$ cat config.mk
export PLATFORM = sky130hd
export DESIGN_NAME = stream_mux_top
export DESIGN_NICKNAME = d
export VERILOG_FILES = /design/src/verilog/stream_mux_pkg.sv /design/src/verilog/stream_fifo.sv /design/src/verilog/master_switch.sv /design/src/verilog/tx_output_stage.sv /design/src/verilog/stream_mux_top.sv
export VERILOG_INCLUDE_DIRS = /design/src /design/src/verilog
export SDC_FILE = /design/constraint.sdc
export NUM_CORES = 1
export LEC_CHECK = 0
export BUFFER_PORTS_ARGS = -buffer_cell sky130_fd_sc_hd__buf_2
export CAP_MARGIN = 5
export CORE_MARGIN = 1.5
export CORE_UTILIZATION = 23
export CTS_CLUSTER_DIAMETER = 40
export CTS_CLUSTER_SIZE = 24
export DETAILED_ROUTE_END_ITERATION = 8
export PLACE_DENSITY_LB_ADDON = 0.2
export SLEW_MARGIN = 20
export SYNTH_ARGS = -nofsm -noshare
export SYNTH_HDL_FRONTEND = slang
export SYNTH_SLANG_ARGS = --single-unit
$ cat constraint.sdc
create_clock -name clock -period 8.49 [get_ports clock]
set_input_delay 0.849 -clock clock [delete_from_list [all_inputs] [get_ports clock]]
set_output_delay 0.849 -clock clock [all_outputs]
set_load 0.03 [all_outputs]
$ cat src/verilog/stream_mux_macros.svh
`ifndef STREAM_MUX_MACROS_SVH
`define STREAM_MUX_MACROS_SVH

// Number of byte streams into the interleaver
`define NUM_STREAMS 8

// Bytes buffered per stream
`define FIFO_DEPTH 16

// Pointer width for one FIFO
// Must be log2 of the depth so that pointers wrap on their own
`define FIFO_PTR_W 4

// Output channel code of the AT command path
// Top bit set marks it apart from any stream index
`define AT_SEL 4'b1000

`endif

$ cat src/verilog/stream_mux_pkg.sv
`include "stream_mux_macros.svh"

package stream_mux_pkg;

	typedef logic [7:0] stream_byte_t;              // One payload byte
	typedef logic [2:0] stream_idx_t;               // Stream number
	typedef logic [`NUM_STREAMS-1:0] stream_mask_t; // One bit per stream
	typedef logic [3:0] mux_sel_t;                  // Bit 3 flags AT and bits 2..0 hold the index
	typedef logic [9:0] dwell_t;                    // Dwell cap and count

	// Scheduler states
	typedef enum logic [2:0] {
		SW_IDLE = 3'b000,
		SW_LOAD = 3'b001,
		SW_FIND = 3'b010,
		SW_RUN  = 3'b011,
		SW_AT   = 3'b111
	} switch_state_t;

	// Switch to output stage
	typedef struct packed {
		logic     ready; // Grant is live
		mux_sel_t sel;   // Granted channel
	} stream_grant_t;

	// Registered output word
	typedef struct packed {
		mux_sel_t     sel;  // Channel tag
		stream_byte_t data; // Payload
	} tx_word_t;

endpackage

$ cat src/verilog/stream_fifo.sv
`timescale 1ns/10ps
`include "stream_mux_macros.svh"

module stream_fifo (
	input  logic                         clock,
	input  logic                         resetn,
	input  logic                         wr_i,   // Write strobe
	input  stream_mux_pkg::stream_byte_t data_i,
	input  logic                         pop_i,  // Remove head
	output stream_mux_pkg::stream_byte_t data_o, // Head byte, fall-through
	output logic                         empty_o,
	output logic                         full_o
);
	import stream_mux_pkg::*;

	stream_byte_t           mem [`FIFO_DEPTH]; // Byte storage
	logic [`FIFO_PTR_W-1:0] wr_ptr;
	logic [`FIFO_PTR_W-1:0] rd_ptr;
	logic [`FIFO_PTR_W:0]   count;  // Extra bit so 16 fits
	logic                   do_wr;  // Accepted write
	logic                   do_pop; // Accepted pop

	// Status from occupancy only
	assign empty_o = (count == '0);
	assign full_o  = (count == (`FIFO_PTR_W+1)'(`FIFO_DEPTH));

	// Drop on full, ignore pop on empty
	assign do_wr  = wr_i && !full_o;
	assign do_pop = pop_i && !empty_o;

	// Head is visible without a read cycle
	assign data_o = mem[rd_ptr];

	// Storage write
	always_ff @(posedge clock)
	begin
		if (do_wr)
			mem[wr_ptr] <= data_i;
	end

	// Pointers wrap naturally at the depth
	always_ff @(posedge clock or negedge resetn)
	begin
		if (!resetn)
		begin
			wr_ptr <= '0;
			rd_ptr <= '0;
		end
		else
		begin
			if (do_wr)
				wr_ptr <= wr_ptr + 1'b1;
			if (do_pop)
				rd_ptr <= rd_ptr + 1'b1;
		end
	end

	// Occupancy, both strobes together leave it unchanged
	always_ff @(posedge clock or negedge resetn)
	begin
		if (!resetn)
			count <= '0;
		else
		begin
			case ({do_wr, do_pop})
				2'b10:   count <= count + 1'b1;
				2'b01:   count <= count - 1'b1;
				default: count <= count;
			endcase
		end
	end

endmodule

$ cat src/verilog/master_switch.sv
`timescale 1ns/10ps
`include "stream_mux_macros.svh"

module master_switch (
	input  logic                          clock,
	input  logic                          resetn,
	input  stream_mux_pkg::dwell_t        timer_cap_i,        // Dwell is cap+1 cycles
	input  logic                          want_at_i,          // AT bypass request
	input  logic                          sending_i,          // Hold to keep sending
	input  stream_mux_pkg::stream_mask_t  selected_streams_i,
	input  stream_mux_pkg::stream_mask_t  empty_i,            // Live FIFO empty flags
	output stream_mux_pkg::stream_grant_t grant_o
);
	import stream_mux_pkg::*;

	switch_state_t state_q;
	switch_state_t state_d;
	stream_mask_t  mask_q;  // Rotating selection, bit 0 tracks idx_q
	stream_idx_t   idx_q;   // Stream under inspection
	dwell_t        timer_q; // Cycles spent in the current dwell

	logic cur_selected; // Current stream is in the selection
	logic cur_empty;    // Current stream has nothing to send
	logic skip;         // Move past current stream while searching
	logic dwell_done;   // Last cycle of the dwell window
	logic advance;      // Step mask and index together

	assign cur_selected = mask_q[0];
	assign cur_empty    = empty_i[idx_q];
	assign dwell_done   = (timer_q == timer_cap_i);

	// Unselected or empty both mean look at the next one
	assign skip    = (state_q == SW_FIND) && (!cur_selected || cur_empty);
	assign advance = skip || ((state_q == SW_RUN) && dwell_done);

	// Next state
	always_comb
	begin
		state_d = state_q;
		case (state_q)
			SW_IDLE:
			begin
				if (sending_i)
					state_d = want_at_i ? SW_AT : SW_LOAD;
			end
			SW_AT:
			begin
				if (!sending_i)
					state_d = SW_IDLE; // Bypass ends with sending
			end
			SW_LOAD:
				state_d = SW_FIND; // Single cycle mask load
			SW_FIND:
			begin
				if (!sending_i)
					state_d = SW_IDLE;
				else if (cur_selected && !cur_empty)
					state_d = SW_RUN;
			end
			SW_RUN:
			begin
				// Dwell runs to the cap regardless of sending
				if (dwell_done)
					state_d = SW_FIND;
			end
			default:
				state_d = SW_IDLE;
		endcase
	end

	always_ff @(posedge clock or negedge resetn)
	begin
		if (!resetn)
			state_q <= SW_IDLE;
		else
			state_q <= state_d;
	end

	// Selection mask, rotates right so service is 0,1..7,0
	always_ff @(posedge clock or negedge resetn)
	begin
		if (!resetn)
			mask_q <= '0;
		else if (state_q == SW_IDLE)
			mask_q <= '0;
		else if (state_q == SW_LOAD)
			mask_q <= selected_streams_i; // Fresh copy each session
		else if (advance)
			mask_q <= {mask_q[0], mask_q[`NUM_STREAMS-1:1]};
	end

	// Stream index, kept in step with mask bit 0
	always_ff @(posedge clock or negedge resetn)
	begin
		if (!resetn)
			idx_q <= '0;
		else if ((state_q == SW_IDLE) || (state_q == SW_LOAD))
			idx_q <= '0;
		else if (advance)
			idx_q <= idx_q + 1'b1; // Wraps 7 to 0
	end

	// Dwell timer
	always_ff @(posedge clock or negedge resetn)
	begin
		if (!resetn)
			timer_q <= '0;
		else if (state_q == SW_FIND)
			timer_q <= '0; // Start of every dwell sees zero
		else if (state_q == SW_RUN)
			timer_q <= timer_q + 1'b1;
	end

	// Grant to output stage
	always_comb
	begin
		grant_o.ready = 1'b0;
		grant_o.sel   = {1'b0, idx_q};
		case (state_q)
			SW_AT:
			begin
				grant_o.ready = 1'b1;
				grant_o.sel   = `AT_SEL;
			end
			SW_RUN:
				grant_o.ready = 1'b1; // Stream path, sel is the index
			default:
				grant_o.ready = 1'b0;
		endcase
	end

endmodule

$ cat src/verilog/tx_output_stage.sv
`timescale 1ns/10ps
`include "stream_mux_macros.svh"

module tx_output_stage (
	input  logic                                            clock,
	input  logic                                            resetn,
	input  stream_mux_pkg::stream_grant_t                   grant_i,
	input  stream_mux_pkg::stream_mask_t                    empty_i,
	input  stream_mux_pkg::stream_byte_t [`NUM_STREAMS-1:0] head_i,    // FIFO heads
	input  stream_mux_pkg::stream_byte_t                    at_data_i, // AT command byte
	input  logic                                            at_valid_i,
	output stream_mux_pkg::stream_mask_t                    pop_o,     // One-hot pop
	output stream_mux_pkg::tx_word_t                        tx_word_o,
	output logic                                            tx_valid_o
);
	import stream_mux_pkg::*;

	stream_idx_t idx;        // Granted stream
	logic        at_path;    // AT bypass owns the output
	logic        stream_pop; // Granted FIFO pops this cycle
	logic        at_fire;    // AT byte taken this cycle

	assign idx        = grant_i.sel[2:0];
	assign at_path    = grant_i.ready && (grant_i.sel == `AT_SEL);
	assign stream_pop = grant_i.ready && !grant_i.sel[3] && !empty_i[idx];
	assign at_fire    = at_path && at_valid_i;

	// Pop only the granted stream, and only if it holds data
	always_comb
	begin
		pop_o      = '0;
		pop_o[idx] = stream_pop;
	end

	// One valid per pop or AT strobe
	always_ff @(posedge clock or negedge resetn)
	begin
		if (!resetn)
			tx_valid_o <= 1'b0;
		else
			tx_valid_o <= stream_pop || at_fire;
	end

	// Output word, head byte leaves as the FIFO pops
	always_ff @(posedge clock)
	begin
		if (at_fire)
		begin
			tx_word_o.sel  <= `AT_SEL;
			tx_word_o.data <= at_data_i;
		end
		else if (stream_pop)
		begin
			tx_word_o.sel  <= grant_i.sel; // Tag with channel
			tx_word_o.data <= head_i[idx];
		end
	end

endmodule

$ cat src/verilog/stream_mux_top.sv
`timescale 1ns/10ps
`include "stream_mux_macros.svh"

module stream_mux_top (
	input  logic                                            clock,
	input  logic                                            resetn,
	// Input side
	input  stream_mux_pkg::stream_mask_t                    stream_wr_i,   // Per-stream write strobes
	input  stream_mux_pkg::stream_byte_t [`NUM_STREAMS-1:0] stream_data_i,
	output stream_mux_pkg::stream_mask_t                    stream_full_o,
	// Scheduler control
	input  stream_mux_pkg::stream_mask_t                    selected_streams_i,
	input  stream_mux_pkg::dwell_t                          timer_cap_i,
	input  logic                                            want_at_i,
	input  logic                                            sending_i,
	// AT command source
	input  stream_mux_pkg::stream_byte_t                    at_data_i,
	input  logic                                            at_valid_i,
	// Output side
	output logic                                            select_ready_o,
	output stream_mux_pkg::tx_word_t                        tx_word_o,
	output logic                                            tx_valid_o
);
	import stream_mux_pkg::*;

	stream_mask_t                    fifo_empty; // Live empty flags
	stream_mask_t                    fifo_pop;   // From output stage
	stream_byte_t [`NUM_STREAMS-1:0] fifo_head;  // Fall-through heads
	stream_grant_t                   grant;      // Switch decision

	// One FIFO per stream
	genvar g;
	generate
		for (g = 0; g < `NUM_STREAMS; g++)
		begin : g_fifo
			stream_fifo u_fifo (
				.clock   (clock),
				.resetn  (resetn),
				.wr_i    (stream_wr_i[g]),
				.data_i  (stream_data_i[g]),
				.pop_i   (fifo_pop[g]),
				.data_o  (fifo_head[g]),
				.empty_o (fifo_empty[g]),
				.full_o  (stream_full_o[g])
			);
		end
	endgenerate

	// Scheduler
	master_switch u_switch (
		.clock              (clock),
		.resetn             (resetn),
		.timer_cap_i        (timer_cap_i),
		.want_at_i          (want_at_i),
		.sending_i          (sending_i),
		.selected_streams_i (selected_streams_i),
		.empty_i            (fifo_empty),
		.grant_o            (grant)
	);

	// Pop decode and registered output
	tx_output_stage u_out (
		.clock      (clock),
		.resetn     (resetn),
		.grant_i    (grant),
		.empty_i    (fifo_empty),
		.head_i     (fifo_head),
		.at_data_i  (at_data_i),
		.at_valid_i (at_valid_i),
		.pop_o      (fifo_pop),
		.tx_word_o  (tx_word_o),
		.tx_valid_o (tx_valid_o)
	);

	assign select_ready_o = grant.ready; // Straight from the switch

endmodule

==> metrics.md, run 1 <==
| Metric | Value |
|---|---|
| Worst path arrival time | `5.17 ns` |
| Routed Antenna Nets | `0` |
| Maximum clock rate | `220 MHz` |
| Leakage | `19.7 nW` |
| TritonCTS Buffers | `195` |
| Num rows | `167` |
| Die H | `460 um` |
| FFs w/ async S/R, synth | `11.1%` |
| Gr ovfl total | `0` |
| Outcome | `finished, final reports clean` |
| Worst skew pair latency | `0.82 ns` |
| Core Box Area | `207000 um^2` |
| Synth top area share | `64.5%` |
| Most common cell after layout, fill and taps aside | `edfxtp_1` |
| Syn Inst Count | `2695` |
| Cell variety after synth | `69` |
| Nets | `3112` |
| RSZ-0062 raised after global routing | `false` |
| Number of global-route vias before repair | `26100` |
| CTS max path bufs | `3` |
| WL final | `127 mm` |
| Sequential-to-total area share from yosys stat | `71.4%` |
| Total iterations of the first detailed-routing run | `5` |
| Width of the die | `460 um` |
| Final count of pins violating max slew | `0` |
| Syn Nets | `2880` |
| Fillers | `20700` |
| Clock sink count | `1165` |
| Kind of start point of the critical path | `flop` |
| Worst slew pin tran | `1.16 ns` |
| Critical path endpoint category | `flop` |
| First-pass GRT wire length | `186 mm` |
| Data required time of the worst path | `9.11 ns` |
| Yosys warning count | `0` |
| Fraction of layout cells with a size suffix above 1 | `27.4%` |
| Critical path class | `reg2reg` |
| Clk slew on worst S/H paths | `0.06 ns` |
| Final setup viols | `0` |
| Hpwl dp | `84.5 mm` |
| Synth top area cells | `edfxtp_1, mux4_2, dfrtp_1` |
| Gr usage total | `12.1%` |
| Avg Cell Area, Syn | `17.8 um^2` |
| Mapped Area | `48000 um^2` |
| Post_cts resized | `0` |
| PD cells | `332 nW/um^2` |
| Area Overhead vs Synth | `23.1%` |
| Detailed Route Iter0 Violations | `1657` |
| Full die area | `212000 um^2` |
| Fin crit share | `53.5%` |
| Post-CTS Setup Bufs | `0` |
| Vias per cell | `4.21` |
| CTS tree | `yes` |
| Yosys reg bits | `1165` |
| Largest net degree at the start of global routing | `52` |
| H-tree lvl count | `4` |
| Tightest hold margin | `0.322 ns` |
| HP Class | `in2reg` |
| Routability cong. | `0.755` |
| Initial core utilization | `23.2%` |
| Number of flops mapped to enable cells by yosys | `1032` |
| Clk root buf | `clkbuf_16` |
| Worst Path Max Fanout | `27` |
| Post-route DRC | `0` |
| Wire length per cell | `21.6 um` |
| Vias after detailed routing | `24800` |
| Fin crit period | `4.54 ns` |
| Max cap viols | `0` |
| Fin. Hold Viols | `0` |
| VDD IR max | `0.000205 V` |
| Initial antenna violation count | `21` |
| Relative slew slack | `22.2%` |
| Most used cells in the layout excluding fill and tap cells | `edfxtp_1, mux4_2, clkbuf_16` |
| Io pins | `125` |
| Synth area leader | `edfxtp_1` |
| Ys flop type | `edfxtp_1` |
| Sum Neg Setup Slack | `0 ns` |
| Port bufs | `124` |
| Worst Skew | `0.0866 ns` |
what timing repair did:
item | in CTS | in global routing
endpoints found under the hold margin | 29 | 0
setup endpoints to repair | 0 | 0
hold buffers | 1 | 0
cell type report:
type,instances,area [um^2],share of cell area [%]
Antenna cell,8,20.0,0.0339
Clock inverter,152,2080,3.52
Timing Repair Buffer,185,1090,1.84
Multi-Input combinational cell,1310,12800,21.7
Inverter,70,263,0.444
Clock buffer,216,5020,8.49
Sequential cell,1165,34300,58.0
Tap cell,2788,3490,5.90
power breakdown:
part	switching, mW	internal (mW)
logic	2.33	1.46
registers	0.476	7.03
clock network	3.04	5.31
total	5.85	13.8
sequential cells by signal, summed over array words and instances (netlist names):
name,flops
g_fifo.u_fifo.rd_ptr,32
g_fifo.u_fifo.mem,1024
u_switch.state_q,3
u_out.tx_valid_o,1
u_switch.timer_q,10
u_out.tx_word_o,12
g_fifo.u_fifo.wr_ptr,32
g_fifo.u_fifo.count,40
u_switch.mask_q,8
u_switch.idx_q,3
Yosys cell counts (all sizes together), types with 5 or more instances:
master / count
nor4: 25
o21ai: 67
nor2b: 15
nand2: 148
o2111ai: 8
mux4: 244
o22ai: 17
a22oi: 15
or4: 9
o221ai: 11
a31oi: 12
inv: 69
a21o: 17
and3: 7
ha: 74
mux2: 46
nand3: 37
dfrtp: 129
o211ai: 6
a211oi: 17
buf: 74
xor2: 51
mux2i: 59
a21oi: 43
nand4: 16
edfxtp: 1032
nor3: 63
and2: 11
a221oi: 5
a22o: 10
xnor2: 51
nor4b: 8
clkbuf: 76
fa: 8
nor2: 153
nand2b: 31
metrics by stage:
stage	util, %	total power, mW	instances	worst slack [ns]	cell area (um^2)
after floorplan	-	10.1	2695	5.23	48000
after global placement	25.1	11.5	5517	4.08	52000
after detailed placement	25.1	11.5	5517	3.94	52000
after CTS	28.5	20.0	5886	3.87	59100
after global routing	28.5	20.6	5891	3.59	59100
final	28.5	19.7	5894	3.95	59100
worst max-delay path, cell delays in order, from the launching register on:
cell       delay (ns)
dfrtp_1          0.59
nand3_1          0.55
and3_1           0.45
o21ai_0          0.10
o2111ai_1        0.25
o21bai_4         0.48
or3_1            0.52
inv_1            0.08
ha_1             0.22
inv_1            0.10
fa_1             0.40
inv_1            0.07
a21o_1           0.11
a21oi_1          0.07
xnor2_1          0.13
nor2_1           0.06
xor2_1           0.14
final timing paths:
path / depth (start not counted) / endpoint / slack, ns / startpoint
worst min-delay path: 2 / u_switch.state_q[2]$_DFFE_PN0P_ / 0.32 / sending_i
worst max-delay path: 16 / g_fifo[4].u_fifo.count[4]$_DFFE_PN0P_ / 3.95 / u_switch.state_q[0]$_DFFE_PN0P_
min in group asynchronous: 2 / u_switch.timer_q[8]$_DFFE_PN0P_ / 0.56 / resetn
max in group asynchronous: 4 / g_fifo[4].u_fifo.rd_ptr[0]$_DFFE_PN0P_ / 5.98 / resetn
worst max register to register: 16 / g_fifo[4].u_fifo.count[4]$_DFFE_PN0P_ / 3.95 / u_switch.state_q[0]$_DFFE_PN0P_
worst min register to register: 2 / u_out.tx_word_o[11]$_SDFFE_PP1N_ / 0.45 / u_out.tx_word_o[11]$_SDFFE_PP1N_
per-layer routing:
metal,global-route usage (%),vias to the layer above,routed length [um]
li1,-,11200,-
met1,15.9,12900,56700
met2,19.6,494,62100
met3,2.28,215,4980
met4,4.55,4,3620
met5,0,-,24
kinds of logic (layout without fill, tap and decap cells):
family / Yosys count / after routing / share of synthesized area [%]
compound gates: 250 / 250 / 3.44
other cells: 0 / 8 / 0
xor+xnor: 102 / 102 / 1.86
mux: 349 / 349 / 13.8
flops: 1165 / 1165 / 71.4
fa+ha+maj: 82 / 82 / 2.26
buf+inv: 220 / 623 / 1.95
simple gates: 527 / 527 / 5.27
No activity file was read; power rests on OpenSTA's default activity.
==> run 2, diff against run 1 <==
- clock period: 8.49 -> 4.5 ns (I/O delays scaled with it)
==> run 2 against run 1 <==
  * Power up 91%
  * Clock skew fell by 0.027 ns
  * Clock power up 92%
  * Sequential share of layout area decreased by 1.2 points
  * Setup slack got worse by 3.6 ns
  * Global-route usage is 0.19 points higher
  * Sequential power increased by 93%
  * Critical endpoint is now g_fifo[3].u_fifo.count[4]$_DFFE_PN0P_
  * Largest cell class unchanged
  * Highest routed layer unchanged
==> metrics.md, run 2 (synthesis gave the netlist of run 1 again) <==
| Metric | Value |
|---|---|
| Outcome | `finished, final reports clean` |
| Clk pwr share | `42.5% (about the same)` |
| Leakage | `20.3 nW (+3.1%)` |
| Nets | `3235 (+4.0%)` |
| Final setup viols | `0 (unchanged)` |
| RSZ-0062 raised after global routing | `false` |
| Num rows | `167 (unchanged)` |
| Worst path arrival time | `4.84 ns (-0.33 ns)` |
| Fraction of layout cells with a size suffix above 1 | `28.1% (+0.67 points)` |
| Largest Register | `g_fifo.u_fifo.mem` |
| Largest net degree at the start of global routing | `80 (+54%)` |
| VDD IR max | `0.000518 V (+150%)` |
| TritonCTS Buffers | `209 (+7.2%)` |
| HP Class | `in2reg` |
| Final worst slack | `0.372 ns (-3.58 ns)` |
| PD cells | `623 nW/um^2 (+87%)` |
| First-pass GRT wire length | `189 mm (+1.4%)` |
| Gr usage total | `12.2% (+0.19 points)` |
| Io pins | `125 (unchanged)` |
| Critical path endpoint category | `flop` |
| Most common cell after layout, fill and taps aside | `edfxtp_1` |
| Sw power | `11.3 mW (+94%)` |
| Switch share | `30.1% (+0.38 points)` |
| Worst Path Max Fanout | `19 (-30%)` |
| Initial antenna violation count | `14 (-33%)` |
| Final core utilization | `29.1% (+0.60 points)` |
| Total iterations of the first detailed-routing run | `5 (unchanged)` |
| Number of flip-flops in the largest register | `1024 (unchanged)` |
| Routability cong. | `0.768 (+1.8%)` |
| Post-route insts no fill | `6023 (+2.2%)` |
| Core Box Area | `207000 um^2 (unchanged)` |
| Kind of start point of the critical path | `flop` |
| Number of global-route vias before repair | `26800 (+2.8%)` |
| Data required time of the worst path | `5.21 ns (-3.90 ns)` |
| Die H | `460 um (unchanged)` |
| CTS tree | `yes` |
| Tightest hold margin | `0.0636 ns (-0.258 ns)` |
| Maximum clock rate | `242 MHz (+10%)` |
| Dpl ws | `0.346 ns (-3.59 ns)` |
| CTS max path bufs | `3 (unchanged)` |
| Fin crit period | `4.13 ns (-0.413 ns)` |
| Inst Count DP | `5553 (+0.65%)` |
| Worst skew pair latency | `0.83 ns (about the same)` |
| Post-route DRC | `0 (unchanged)` |
| Clock sink count | `1165 (unchanged)` |
| H-tree lvl count | `4 (unchanged)` |
| Design area | `60400 um^2 (+2.1%)` |
| WL final | `129 mm (+1.4%)` |
| Full die area | `212000 um^2 (unchanged)` |
| Hpwl dp | `86.2 mm (+1.9%)` |
| Clk slew on worst S/H paths | `0.06 ns (about the same)` |
| Sum Neg Setup Slack | `0 ns (unchanged)` |
| Width of the die | `460 um (unchanged)` |
| Worst Skew | `0.0597 ns (-0.0269 ns)` |
| Pwr Total | `37.6 mW (+91%)` |
| Fin crit share | `91.7% (+38 points)` |
| Worst slew pin tran | `1.13 ns (-0.0376 ns)` |
| Wire length per cell | `21.4 um (-0.81%)` |
| Max cap viols | `0 (unchanged)` |
| Critical path class | `reg2reg` |
| Most used cells in the layout excluding fill and tap cells | `edfxtp_1, mux4_2, clkbuf_16` |
| Gr ovfl total | `0 (unchanged)` |
| Area Overhead vs Synth | `25.7%` |
| Relative slew slack | `24.7% (+2.5 points)` |
| Sequential fraction of design power | `38.5% (+0.3 points)` |
| Clk root buf | `clkbuf_16` |
| Fin. Hold Viols | `0 (unchanged)` |
| Largest registers | `g_fifo.u_fifo.mem x1024, g_fifo.u_fifo.count x40` |
| Detailed Route Iter0 Violations | `1771 (+6.9%)` |
| Final count of pins violating max slew | `0 (unchanged)` |
| Vias per cell | `4.19 (-0.61%)` |
| Pint | `26.3 mW (+90%)` |
| Combinational share of power | `19.0% (-0.3 points)` |
| Initial core utilization | `23.2% (unchanged)` |
| Placed Area | `52300 um^2 (+0.65%)` |
| Vias after detailed routing | `25200 (+1.6%)` |
| Port bufs | `124 (unchanged)` |
| Routed Antenna Nets | `0 (unchanged)` |
==> run 2: changes by cell type in the layout (fill, tap and decap cells not counted), sizes merged, moves of 9 or more <==
| cell | change |
|---|---|
| buf | +36 |
| inv | +12 |
| clkinv | +13 |
| bufinv | -9 |
| dlygate4sd3 | +73 |
| clkbuf | +10 |
==> run 2: worst max-delay path, cell delays in order, from the launching register on <==
cell and delay [ns]:
dfrtp_1 0.50, nand3_1 0.45, and3_1 0.41, o21ai_0 0.09, o2111ai_1 0.20, o21bai_4 0.39, buf_4 0.26, nor4_2 0.33
ha_1 0.30, inv_1 0.10, fa_1 0.41, inv_1 0.07, a21o_1 0.11, a21oi_1 0.07, xnor2_1 0.14, nor2_1 0.06
xor2_1 0.14
==> run 2: path summary, 6_finish.rpt <==
check	start	end	slack, ns	cells past startpoint
worst max-delay path	u_switch.state_q[2]$_DFFE_PN0P_	g_fifo[3].u_fifo.count[4]$_DFFE_PN0P_	0.37	16
worst min-delay path	stream_data_i[43]	g_fifo[5].u_fifo.mem[4][3]$_DFFE_PP_	0.06	1
worst max register to register	u_switch.state_q[2]$_DFFE_PN0P_	g_fifo[3].u_fifo.count[4]$_DFFE_PN0P_	0.37	16
worst min register to register	g_fifo[1].u_fifo.count[4]$_DFFE_PN0P_	g_fifo[1].u_fifo.count[4]$_DFFE_PN0P_	0.49	1
max in group asynchronous	resetn	g_fifo[7].u_fifo.rd_ptr[0]$_DFFE_PN0P_	3.22	3
min in group asynchronous	resetn	g_fifo[4].u_fifo.wr_ptr[2]$_DFFE_PN0P_	0.26	2
==> run 2: what timing repair did <==
action / in CTS / in global routing
buffers inserted: 0 / 0
gates resized for setup: 0 / 0
endpoints found under the hold margin: 902 / 0
hold buffers: 74 / 0
==> run 2: layer usage <==
layer  global-route usage (%)  part of all wire (%)  up-vias
met5                        0                 0.043        -
met4                     4.66                   3.3        8
met3                     2.61                   4.4      209
met2                     19.9                    49      503
met1                     15.9                    44    13100
li1                         -                     -    11500
==> run 2: cell type report <==
type                    count  area (um^2)
multi-input cells        1310        12800
flip-flops and latches   1165        34300
diodes                      4         10.0
well taps                2788         3490
clock inverters           166         1960
clock buffers             226         5320
fillers                 20700       147000
repair buffers            294         2170
inverters                  70          263
==> run 2: power by group through the flow <==
stage	clock (mW)	sequential, mW	combinational, mW
after global placement	0	14.7	7.30
after CTS	16.4	14.5	7.37
after global routing	16.9	14.7	7.83
final	16.0	14.5	7.14
after floorplan	0	14.0	5.04
after detailed placement	0	14.7	7.29
==> run 3, diff against run 2 <==
- GPL_ROUTABILITY_DRIVEN: not set -> 0
- clock period: 4.5 -> 4.1 ns (I/O delays scaled with it)
==> run 3 against run 2 <==
  * Power up 10%
  * Global-route usage up 0.12 points
  * Sequential power up 9%
  * Critical path depth is the same
  * Final area grew 0.66%
  * Fmax rose by 9.3%
  * Setup slack worse by 0.049 ns
  * Clock power rose by 10%
  * First-iteration DRC count is 6.0% lower
  * Largest power group unchanged
==> metrics.md, run 3 (synthesis gave the netlist of run 1 again) <==
| Metric | Value |
|---|---|
| Detailed Route Iter0 Violations | `1665 (-6.0%)` |
| TritonCTS Buffers | `202 (-3.3%)` |
| Largest net degree at the start of global routing | `71 (-11%)` |
| Fin crit share | `92.1% (+0.38 points)` |
| Vias after detailed routing | `25500 (+1.2%)` |
| Hpwl dp | `88.3 mm (+2.5%)` |
| HP Class | `in2reg` |
| Outcome | `finished, final reports clean` |
| Leakage | `20.7 nW (+1.5%)` |
| Relative slew slack | `29.7% (+5.0 points)` |
| Kind of start point of the critical path | `flop` |
| Wire length per cell | `21.5 um (+0.16%)` |
| Max cap viols | `0 (unchanged)` |
| Crit-path slowest cell | `or4_1` |
| Crit-path max cell delay | `0.61 ns (+0.11 ns)` |
| Full die area | `212000 um^2 (unchanged)` |
| Number of flip-flops in the largest register | `1024 (unchanged)` |
| Cell Chain, Critical Path | `or4_1 > nor4b_1 > o21ai_0 > o2111ai_1 > o21bai_4 > buf_4 > nor3_2 > ha_1 > inv_1 > fa_1 > inv_1 > a21o_1 > a21oi_1 > xnor2_1 > nor2_1 > xor2_1` |
| Port bufs | `124 (unchanged)` |
| Nets | `3285 (+1.5%)` |
| Initial core utilization | `23.2% (unchanged)` |
| Fin crit period | `3.78 ns (-0.351 ns)` |
| Data required time of the worst path | `4.77 ns (-0.44 ns)` |
| Maximum clock rate | `265 MHz (+9.3%)` |
| Worst Path Max Fanout | `11 (-8)` |
| R2R Setup Slk | `0.32 ns (-0.05 ns)` |
| Worst skew pair latency | `0.84 ns (about the same)` |
| Total iterations of the first detailed-routing run | `5 (unchanged)` |
| CP bufs+invs | `3 (unchanged)` |
| Fin. Hold Viols | `0 (unchanged)` |
| Worst Skew | `0.0781 ns (+0.0184 ns)` |
| Num rows | `167 (unchanged)` |
| Critical path class | `reg2reg` |
| Gr ovfl total | `0 (unchanged)` |
| Most common cell after layout, fill and taps aside | `edfxtp_1` |
| Worst slew pin tran | `1.05 ns (-0.0753 ns)` |
| Clock sink count | `1165 (unchanged)` |
| CTS tree | `yes` |
| Post_cts resized | `0 (unchanged)` |
| Final core utilization | `29.3% (+0.19 points)` |
| Number of global-route vias before repair | `26900 (+0.31%)` |
| CTS max path bufs | `3 (unchanged)` |
| Clk root buf | `clkbuf_16` |
| H-tree lvl count | `4 (unchanged)` |
| PD cells | `683 nW/um^2 (+9.7%)` |
| Cts hold-fix bufs | `81 (+9.5%)` |
| Clk slew on worst S/H paths | `0.05 ns (about the same)` |
| Dpl ws | `0.332 ns (-0.0144 ns)` |
| Critical path endpoint category | `flop` |
| Gr usage total | `12.4% (+0.12 points)` |
| Inst Count DP | `5603 (+0.90%)` |
| CP dominant cell by count | `inv_1` |
| Vias per cell | `4.20 (+0.38%)` |
| Core Box Area | `207000 um^2 (unchanged)` |
| First-pass GRT wire length | `191 mm (+1.4%)` |
| Sum Neg Setup Slack | `0 ns (unchanged)` |
| Post-route DRC | `0 (unchanged)` |
| Die H | `460 um (unchanged)` |
| Most used cells in the layout excluding fill and tap cells | `edfxtp_1, mux4_2, clkbuf_16` |
| Final count of pins violating max slew | `0 (unchanged)` |
| Initial antenna violation count | `14 (unchanged)` |
| Io pins | `125 (unchanged)` |
| Worst path arrival time | `4.45 ns (-0.39 ns)` |
| CP top delay family | `simple AND/OR/NAND/NOR gates` |
| Fraction of layout cells with a size suffix above 1 | `28.9% (+0.82 points)` |
| WL final | `130 mm (+1.0%)` |
| VDD IR max | `0.000487 V (-6.0%)` |
| Post-route insts no fill | `6074 (+0.85%)` |
| Final setup viols | `0 (unchanged)` |
| Largest Register | `g_fifo.u_fifo.mem` |
| Area Overhead vs Synth | `26.5%` |
| Width of the die | `460 um (unchanged)` |
| Final worst slack | `0.323 ns (-0.0486 ns)` |
| Post-CTS Setup Bufs | `0 (unchanged)` |
| Largest registers | `g_fifo.u_fifo.mem x1024, g_fifo.u_fifo.count x40` |
| RSZ-0062 raised after global routing | `false` |
| Routed Antenna Nets | `0 (unchanged)` |
run 3: cell count changes in the layout (fill, tap and decap cells not counted), sizes merged, moves of 2 or more:
cell,delta
buf,+50
clkbuf,-10
inv,+10
clkinvlp,-9
dlygate4sd3,+7
bufinv,+2
run 3: layout make-up:
cell class,count,area (um^2)
inverter,70,263
timing repair buffer,351,2570
multi-input combinational,1310,12800
clock buffer,216,5170
clock inverter,169,2120
fill,20600,147000
antenna,5,12.5
tap,2788,3490
sequential,1165,34300
run 3: through the flow:
step | area [um^2] | hold WS, ns | total power, mW
finish | 60800 | 0.0731 | 41.5
global route | 60700 | 0.0618 | 43.4
CTS | 60700 | 0.0130 | 42.2
detailed placement | 52600 | 0.492 | 24.3
global placement | 52600 | 0.495 | 24.3
floorplan | 48000 | 0.114 | 20.9
run 3: routing by layer:
metal / routed length [um] / global-route usage (%) / up-vias
li1: - / - / 11600
met1: 57400 / 16.1 / 13300
met3: 6120 / 2.72 / 197
met4: 2870 / 3.66 / 4
met5: 27 / 0 / -
met2: 64000 / 20.5 / 522
run 3: report_power, final:
group	total, mW	switching [mW]	internal [mW]
Sequential	15.8	1.28	14.6
Combinational	8.07	4.67	3.40
Clock	17.6	6.64	11.0
Total	41.5	12.6	28.9
run 3: worst paths after layout:
kind / from / depth (start not counted) / to
max reg2reg: g_fifo[7].u_fifo.count[1]$_DFFE_PN0P_ / 16 / g_fifo[5].u_fifo.count[4]$_DFFE_PN0P_
min reg2reg: g_fifo[1].u_fifo.count[4]$_DFFE_PN0P_ / 1 / g_fifo[1].u_fifo.count[4]$_DFFE_PN0P_
max: g_fifo[7].u_fifo.count[1]$_DFFE_PN0P_ / 16 / g_fifo[5].u_fifo.count[4]$_DFFE_PN0P_
max in group asynchronous: resetn / 3 / g_fifo[4].u_fifo.rd_ptr[0]$_DFFE_PN0P_
min in group asynchronous: resetn / 2 / g_fifo[6].u_fifo.wr_ptr[0]$_DFFE_PN0P_
min: want_at_i / 5 / u_switch.state_q[1]$_DFFE_PN0P_
run 3: worst min-delay path, stage by stage:
cell	delay, ns
buf_2	0.14
nor2_1	0.05
nor2_1	0.08
o21ai_0	0.07
o21ai_0	0.07
